## src/logic/gat_params.svh

```systemverilog
`ifndef GAT_PARAMS_SVH
`define GAT_PARAMS_SVH

// Data path widths
`define GAT_DATA_W       8
`define GAT_ACC_W        20
`define GAT_WH_W         12
`define GAT_ENTRY_W      16

// Matrix sizes
`define GAT_NUM_FEAT_IN  16
`define GAT_NUM_FEAT_OUT 4
`define GAT_IDX_W        4
`define GAT_LANE_W       2
`define GAT_ROW_W        8

`endif

```

## src/logic/gat_pkg.sv

```systemverilog
`include "gat_params.svh"

package gat_pkg;

  typedef logic signed [`GAT_DATA_W-1:0] data_t;
  typedef logic signed [`GAT_ACC_W-1:0]  acc_t;
  typedef logic signed [`GAT_WH_W-1:0]   wh_t;

  // Weight load: lane selects the W column, row the W row
  typedef struct packed {
    logic [1:0]             pad;
    logic [`GAT_LANE_W-1:0] lane;
    logic [`GAT_IDX_W-1:0]  row;
    data_t                  value;
  } wgt_word_t;

  // Nonzero H entry
  typedef struct packed {
    logic [3:0]            pad;
    logic [`GAT_IDX_W-1:0] col;
    data_t                 value;
  } nz_word_t;

  // Same input word, view picked by load_wgt_i
  typedef union packed {
    wgt_word_t wgt;
    nz_word_t  nz;
  } entry_u;

endpackage

```

## src/logic/entry_bus_if.sv

```systemverilog
`include "gat_params.svh"

interface entry_bus_if;
  import gat_pkg::*;

  logic                   nz_vld;
  logic                   wgt_we;
  logic [`GAT_LANE_W-1:0] wgt_lane;
  // W row on a weight write, H column on an entry
  logic [`GAT_IDX_W-1:0]  idx;
  data_t                  value;
  logic                   last;

  modport decoder (
    output nz_vld, wgt_we, wgt_lane, idx, value, last
  );

  modport lane (
    input nz_vld, wgt_we, wgt_lane, idx, value, last
  );

endinterface

```

## src/logic/entry_decoder.sv

```systemverilog
`include "gat_params.svh"

module entry_decoder (
  input  logic            clk,
  input  logic            rst_n,
  input  logic            entry_vld_i,
  input  logic            load_wgt_i,
  input  logic            entry_last_i,
  input  gat_pkg::entry_u entry_i,
  entry_bus_if.decoder    bus
);
  import gat_pkg::*;

  entry_u word_q;
  logic   vld_q;
  logic   wgt_q;
  logic   last_q;

  always_ff @(posedge clk or negedge rst_n) begin
    if (!rst_n) begin
      vld_q  <= 1'b0;
      wgt_q  <= 1'b0;
      last_q <= 1'b0;
    end else begin
      vld_q  <= entry_vld_i;
      wgt_q  <= load_wgt_i;
      last_q <= entry_last_i;
    end
  end

  always_ff @(posedge clk) begin
    if (entry_vld_i) begin
      word_q <= entry_i;
    end
  end

  // Strobes last exactly one cycle after the sampling edge
  assign bus.nz_vld   = vld_q & ~wgt_q;
  assign bus.wgt_we   = vld_q & wgt_q;
  assign bus.last     = vld_q & ~wgt_q & last_q;
  assign bus.wgt_lane = word_q.wgt.lane;
  // W row and H column sit in the same bits of both views
  assign bus.idx      = word_q.nz.col;
  assign bus.value    = word_q.nz.value;

  // Row end marker only belongs to an H entry
  a_no_last_on_wgt: assert property (
    @(posedge clk) disable iff (!rst_n)
    entry_vld_i |-> !(entry_last_i && load_wgt_i)
  );

endmodule

```

## src/logic/mac_lane.sv

```systemverilog
`include "gat_params.svh"

module mac_lane (
  input  logic                   clk,
  input  logic                   rst_n,
  input  logic [`GAT_LANE_W-1:0] lane_id_i,
  entry_bus_if.lane              bus,
  output gat_pkg::acc_t          sum_o,
  output logic                   done_o
);
  import gat_pkg::*;

  data_t                          w_col [`GAT_NUM_FEAT_IN];
  acc_t                           acc_q;
  acc_t                           acc_nxt;
  acc_t                           sum_q;
  logic                           done_q;
  logic signed [2*`GAT_DATA_W-1:0] prod;

  // One column of W, indexed by the H column of the entry
  assign prod    = bus.value * w_col[bus.idx];
  assign acc_nxt = acc_q + acc_t'(prod);

  always_ff @(posedge clk or negedge rst_n) begin
    if (!rst_n) begin
      for (int r = 0; r < `GAT_NUM_FEAT_IN; r++) begin
        w_col[r] <= '0;
      end
    end else if (bus.wgt_we && (bus.wgt_lane == lane_id_i)) begin
      w_col[bus.idx] <= bus.value;
    end
  end

  always_ff @(posedge clk or negedge rst_n) begin
    if (!rst_n) begin
      acc_q  <= '0;
      done_q <= 1'b0;
    end else begin
      done_q <= bus.nz_vld & bus.last;
      if (bus.nz_vld) begin
        // Restart from zero so the next row can follow back to back
        acc_q <= bus.last ? '0 : acc_nxt;
      end
    end
  end

  always_ff @(posedge clk) begin
    if (bus.nz_vld && bus.last) begin
      sum_q <= acc_nxt;
    end
  end

  assign sum_o  = sum_q;
  assign done_o = done_q;

  a_one_strobe: assert property (
    @(posedge clk) disable iff (!rst_n)
    !(bus.nz_vld && bus.wgt_we)
  );

endmodule

```

## src/logic/wh_packer.sv

```systemverilog
`include "gat_params.svh"

module wh_packer (
  input  logic                                    clk,
  input  logic                                    rst_n,
  input  gat_pkg::acc_t                           lane_sum_i [`GAT_NUM_FEAT_OUT],
  input  logic [`GAT_NUM_FEAT_OUT-1:0]            lane_done_i,
  output logic                                    wh_vld_o,
  output logic [`GAT_ROW_W-1:0]                   wh_row_o,
  output gat_pkg::wh_t [`GAT_NUM_FEAT_OUT-1:0]    wh_data_o
);
  import gat_pkg::*;

  localparam acc_t WH_MAX = acc_t'(2 ** (`GAT_WH_W - 1) - 1);
  localparam acc_t WH_MIN = -WH_MAX - acc_t'(1);

  wh_t [`GAT_NUM_FEAT_OUT-1:0] clip_c;
  logic [`GAT_ROW_W-1:0]       row_q;
  logic                        done_c;

  function automatic wh_t clip_sum(input acc_t s);
    acc_t lim;
    if (s > WH_MAX) begin
      lim = WH_MAX;
    end else if (s < WH_MIN) begin
      lim = WH_MIN;
    end else begin
      lim = s;
    end
    return wh_t'(lim);
  endfunction

  always_comb begin
    for (int l = 0; l < `GAT_NUM_FEAT_OUT; l++) begin
      clip_c[l] = clip_sum(lane_sum_i[l]);
    end
  end

  // All lanes finish a row together
  assign done_c = |lane_done_i;

  always_ff @(posedge clk or negedge rst_n) begin
    if (!rst_n) begin
      wh_vld_o <= 1'b0;
      row_q    <= '0;
    end else begin
      wh_vld_o <= done_c;
      if (done_c) begin
        row_q <= row_q + 1'b1;
      end
    end
  end

  always_ff @(posedge clk) begin
    if (done_c) begin
      wh_data_o <= clip_c;
      wh_row_o  <= row_q;
    end
  end

  a_lanes_in_step: assert property (
    @(posedge clk) disable iff (!rst_n)
    (lane_done_i == '0) || (&lane_done_i)
  );

endmodule

```

## src/logic/gat_spmm_top.sv

```systemverilog
`include "gat_params.svh"

module gat_spmm_top (
  input  logic                                 clk,
  input  logic                                 rst_n,
  input  logic                                 entry_vld_i,
  input  logic                                 load_wgt_i,
  input  logic                                 entry_last_i,
  input  gat_pkg::entry_u                      entry_i,
  output logic                                 wh_vld_o,
  output logic [`GAT_ROW_W-1:0]                wh_row_o,
  output gat_pkg::wh_t [`GAT_NUM_FEAT_OUT-1:0] wh_data_o
);
  import gat_pkg::*;

  acc_t                        lane_sum  [`GAT_NUM_FEAT_OUT];
  logic [`GAT_NUM_FEAT_OUT-1:0] lane_done;

  entry_bus_if bus_if ();

  entry_decoder u_decoder (
    .clk          (clk),
    .rst_n        (rst_n),
    .entry_vld_i  (entry_vld_i),
    .load_wgt_i   (load_wgt_i),
    .entry_last_i (entry_last_i),
    .entry_i      (entry_i),
    .bus          (bus_if.decoder)
  );

  // One lane per output feature, each owning a W column
  for (genvar g = 0; g < `GAT_NUM_FEAT_OUT; g++) begin : g_lane
    mac_lane u_lane (
      .clk       (clk),
      .rst_n     (rst_n),
      .lane_id_i (`GAT_LANE_W'(g)),
      .bus       (bus_if.lane),
      .sum_o     (lane_sum[g]),
      .done_o    (lane_done[g])
    );
  end

  wh_packer u_packer (
    .clk         (clk),
    .rst_n       (rst_n),
    .lane_sum_i  (lane_sum),
    .lane_done_i (lane_done),
    .wh_vld_o    (wh_vld_o),
    .wh_row_o    (wh_row_o),
    .wh_data_o   (wh_data_o)
  );

endmodule

```

## config.mk

```make
export PLATFORM = sky130hd
export DESIGN_NAME = gat_spmm_top
export DESIGN_NICKNAME = d
export VERILOG_FILES = /design/src/logic/gat_pkg.sv /design/src/logic/entry_bus_if.sv /design/src/logic/entry_decoder.sv /design/src/logic/mac_lane.sv /design/src/logic/wh_packer.sv /design/src/logic/gat_spmm_top.sv
export VERILOG_INCLUDE_DIRS = /design/src /design/src/logic
export SDC_FILE = /design/constraint.sdc
export NUM_CORES = 2
export LEC_CHECK = 0
export ABC_AREA = 1
export ABC_CLOCK_PERIOD_IN_PS = 9700
export BUFFER_PORTS_ARGS = -buffer_cell sky130_fd_sc_hd__clkbuf_2
export CAP_MARGIN = 20
export CORE_UTILIZATION = 32
export CTS_BUF_LIST = sky130_fd_sc_hd__clkbuf_4 sky130_fd_sc_hd__clkbuf_8
export DETAILED_ROUTE_END_ITERATION = 12
export GPL_TIMING_DRIVEN = 0
export PLACE_DENSITY = 0.53
export SLEW_MARGIN = 20
export SYNTH_ARGS = -nofsm -noshare
export SYNTH_HDL_FRONTEND = slang
export SYNTH_SLANG_ARGS = --single-unit
```

## constraint.sdc

```tcl
create_clock -name clk -period 9.7 [get_ports clk]
set_clock_uncertainty 0.2 [all_clocks]
set_input_delay 1.455 -clock clk [delete_from_list [all_inputs] [get_ports clk]]
set_output_delay 1.455 -clock clk [all_outputs]
set_load 0.01 [all_outputs]
```

==> results.md <==
* Synth warnings at 0
* CTS max path bufs at 3
* Worst Path Arrival at around 8.4 ns
* Area post-placement at between 40,000 and 50,000 µm²
* Tmin final at 7.95 ns
* Setup TNS at 0 ns
* Final Total Pwr at 12.0 mW
* Final hold slack at between 0.2 and 0.25 ns
* R2R setup slack at roughly 1.8 ns
* PwrDens at 235 nW/µm²
* Die Span Y at 376 µm
* Final setup viols at 0
* Worst EP required at approximately 10 ns
* Worst path max stage delay at 0.85 ns
* Design area at 51,100 µm²
* Ys async rst share at between 80 and 90%
* Worst setup SP type: flop
* Final Cycle Share at 82.0%
* Total GRT Usage at 21.9%
* Post-CTS sizing at 0
* Seq/Total Area, Yosys at 43.8%
* Fmax at 0.126 GHz
* Root Driver: clkbuf_8
* Max-slew headroom at between 15 and 20%
* Status: complete, no violations
* Post-CTS Setup Bufs at 0
* Hold buffer count at CTS at 0
* Max H-tree Level at 4
* 1st-pass router iterations at 5
* Ys flop type: dfrtp_1
* Final Non-Filler Cells at about 7,000
* Maximum vdd drop at 127 µV
* Post-synthesis mux area share at 0.114%
* Unrepaired setup endpoints after global routing: no
* Post-Synthesis Cells at ~4,800
* Mapped Area at 44,900 µm²
* Slowest cell on the critical path: clkbuf_1
* Share of layout cells above drive strength 1 at 8.13%
* DP Cell Count at approximately 6,800
* Worst r2r src: u_decoder.word_q[8]
* IO Pins at 78
* Number of nets with antenna violations after routing at 0
* IO buf count at 75
* Clock-pin slew on the worst setup and hold paths at 0.06 ns
* Final setup margin at 1.75 ns
* Largest family of logic cells by synthesized area: adder cells
* WS Path Type: reg -> reg
* Inserted Clock Buffers at 144
* Critical-path cell list: nor2_1 -> buf_2 -> clkbuf_1 -> a22oi_1 -> nand2_1 -> nand2_1 -> nand4_2 -> nand2_1 -> inv_1 -> fa_1 -> fa_1 -> fa_1 -> fa_1 -> ha_1 -> ha_1 -> nand2_1 -> inv_1 -> a21oi_1 -> nand2_1 -> a21oi_1 -> nand3_1 -> and2_1
* Fin. Hold Viols at 0
* Compound-Gate Fraction of Synth Area at 11.9%
* Largest net degree at the start of global routing at 88
* CTS tree: done
* GRT overflow at 0
* Detailed-route DRC error count at 0
* Commonest non-fill, non-tap cell in the layout: nand2_1
* CP Max Fanout at 12
* Xor and xnor area share after synthesis at 1.05%
* HPWL Detailed at 109 mm
* Detailed Route WL at about 150 mm
* Initial Utilization at 32.2%
* Die width at 376 µm
* Drt wl/cell at around 22 µm
* DR vias/cell at 5.06
* Reg2Reg Capture Point: g_lane[3].u_lane.sum_o[19]
* FF-to-FF path depth at 22
* Vias in the first global route at 36,300
* Area occupied by registers at 19,600 µm²
* Maxcap violations at 0
* DR iter-0 viols at 3,481
* Most frequent cells in the layout: 1,377 x nand2_1, 604 x dfrtp_1, 556 x o21ai_0, 491 x inv_1, 352 x fa_1
* Number of fill cells at ~14,000
* Skew-Pair Late Insertion Delay at 0.91 ns
* Vias after detailed routing at between 30,000 and 40,000
* Yosys reg bits at around 760
* GP Congestion at approximately 0.93
* Number of synthesized flops with an enable pin at 150
* Pins over their slew limit at 0
* Endpoint class of the critical path: flop
* Simple-Gate Fraction of Synth Area at approximately 16%
* Leak at 25.1 nW
* Post-layout util at 36.7%
* Hold Crit Class: in -> async
* First-pass GRT wire length at 230 mm
* Initial antenna violation count at 6
* Syn_nets at 5,369
* Worst slew pin tran at 1.25 ns
* Cell row count at approximately 140
* Core ar. at 139,000 µm²
* P&R area growth vs syn at 13.9%
* Adder-cell area share of the yosys netlist at 20.9%
* Area of the multi-input gates at 22,400 µm²
* Fin nets at 5,603
* Clk sinks at 755
* Dpl ws at roughly 1.9 ns
* Crit-path most repeated cell: nand2_1
* Syn avg cell area at 9.33 µm²
* Die area at 142,000 µm²
* Netlist cell types at 36
critical path: cells and delay by family, from the launching register on:
family | cells | cell delay, ns
fa+ha+maj | 6 | 2.72
buf+inv | 4 | 1.78
flops | 1 | 0.51
simple gates | 9 | 1.70
compound gates | 3 | 0.72
report_power, final:
part | switching [mW] | leakage (nW) | internal (mW)
logic | 2.84 | 13.8 | 1.61
clock network | 1.55 | 1.64 | 1.94
registers | 0.265 | 9.61 | 3.82
total | 4.65 | 25.1 | 7.37
cells by family after synthesis:
kind of cell	Yosys count
and+or+nand+nor	1798
AOI/OAI and AO/OA	920
DFF	755
buffers and inverters	742
adders and majority gates	537
xor gates and xnor gates	54
muxes	5
sequential cells by signal (all words and copies together) (netlist names):
register and flops:
u_packer.wh_row_o 8, u_decoder.last_q 1, g_lane.u_lane.sum_o 80, g_lane.u_lane.w_col 512, g_lane.u_lane.acc_q 80, u_packer.wh_vld_o 1
u_packer.row_q 8, u_decoder.wgt_q 1, g_lane.u_lane.done_o 1, u_decoder.word_q 14, u_packer.wh_data_o 48, u_decoder.vld_q 1
routing by layer:
layer | GRT usage (%) | vias up | share of wire (%)
met2 | 33.6 | 1383 | 45
met4 | 8.75 | 4 | 3.9
met5 | 0 | - | 0.016
met1 | 29.6 | 17800 | 43
li1 | - | 16100 | -
met3 | 5.14 | 327 | 8.1
worst max path at each step:
stage                                   start                    endpoint  slack (ns)  cells past startpoint
after global placement                  rst_n           u_packer.row_q[7]       -8.44                      1
after floorplan           u_decoder.word_q[8]  g_lane[0].u_lane.sum_o[14]        3.56                     21
final                     u_decoder.word_q[8]  g_lane[3].u_lane.sum_o[19]        1.75                     22
after detailed placement  u_decoder.word_q[8]  g_lane[3].u_lane.sum_o[19]        1.92                     22
after CTS                 u_decoder.word_q[8]  g_lane[3].u_lane.sum_o[19]        1.86                     22
after global routing      u_decoder.word_q[9]  g_lane[3].u_lane.sum_o[19]        1.51                     22
cell type report:
cell class | instances | share of cell area, %
Sequential cell | 755 | 38.5
Buffer | 244 | 1.92
Timing Repair Buffer | 88 | 1.39
Multi-Input combinational cell | 3314 | 43.9
Inverter | 498 | 3.66
Clock buffer | 207 | 5.01
Antenna cell | 5 | 0.0245
Clock inverter | 49 | 1.08
Tap cell | 1876 | 4.60
synth_stat cells (55+ instances only):
master | n | share of area, %
a21oi_1 | 55 | 0.61
a22oi_1 | 256 | 4.3
clkbuf_1 | 186 | 1.6
dfrtp_1 | 605 | 34
edfxtp_1 | 150 | 10
fa_1 | 352 | 16
ha_1 | 185 | 5.2
inv_1 | 491 | 4.1
nand2_1 | 1377 | 12
nand3_1 | 77 | 0.86
nor2_1 | 238 | 2.0
o21ai_0 | 556 | 6.2
(Power assumes the default switching activity.)
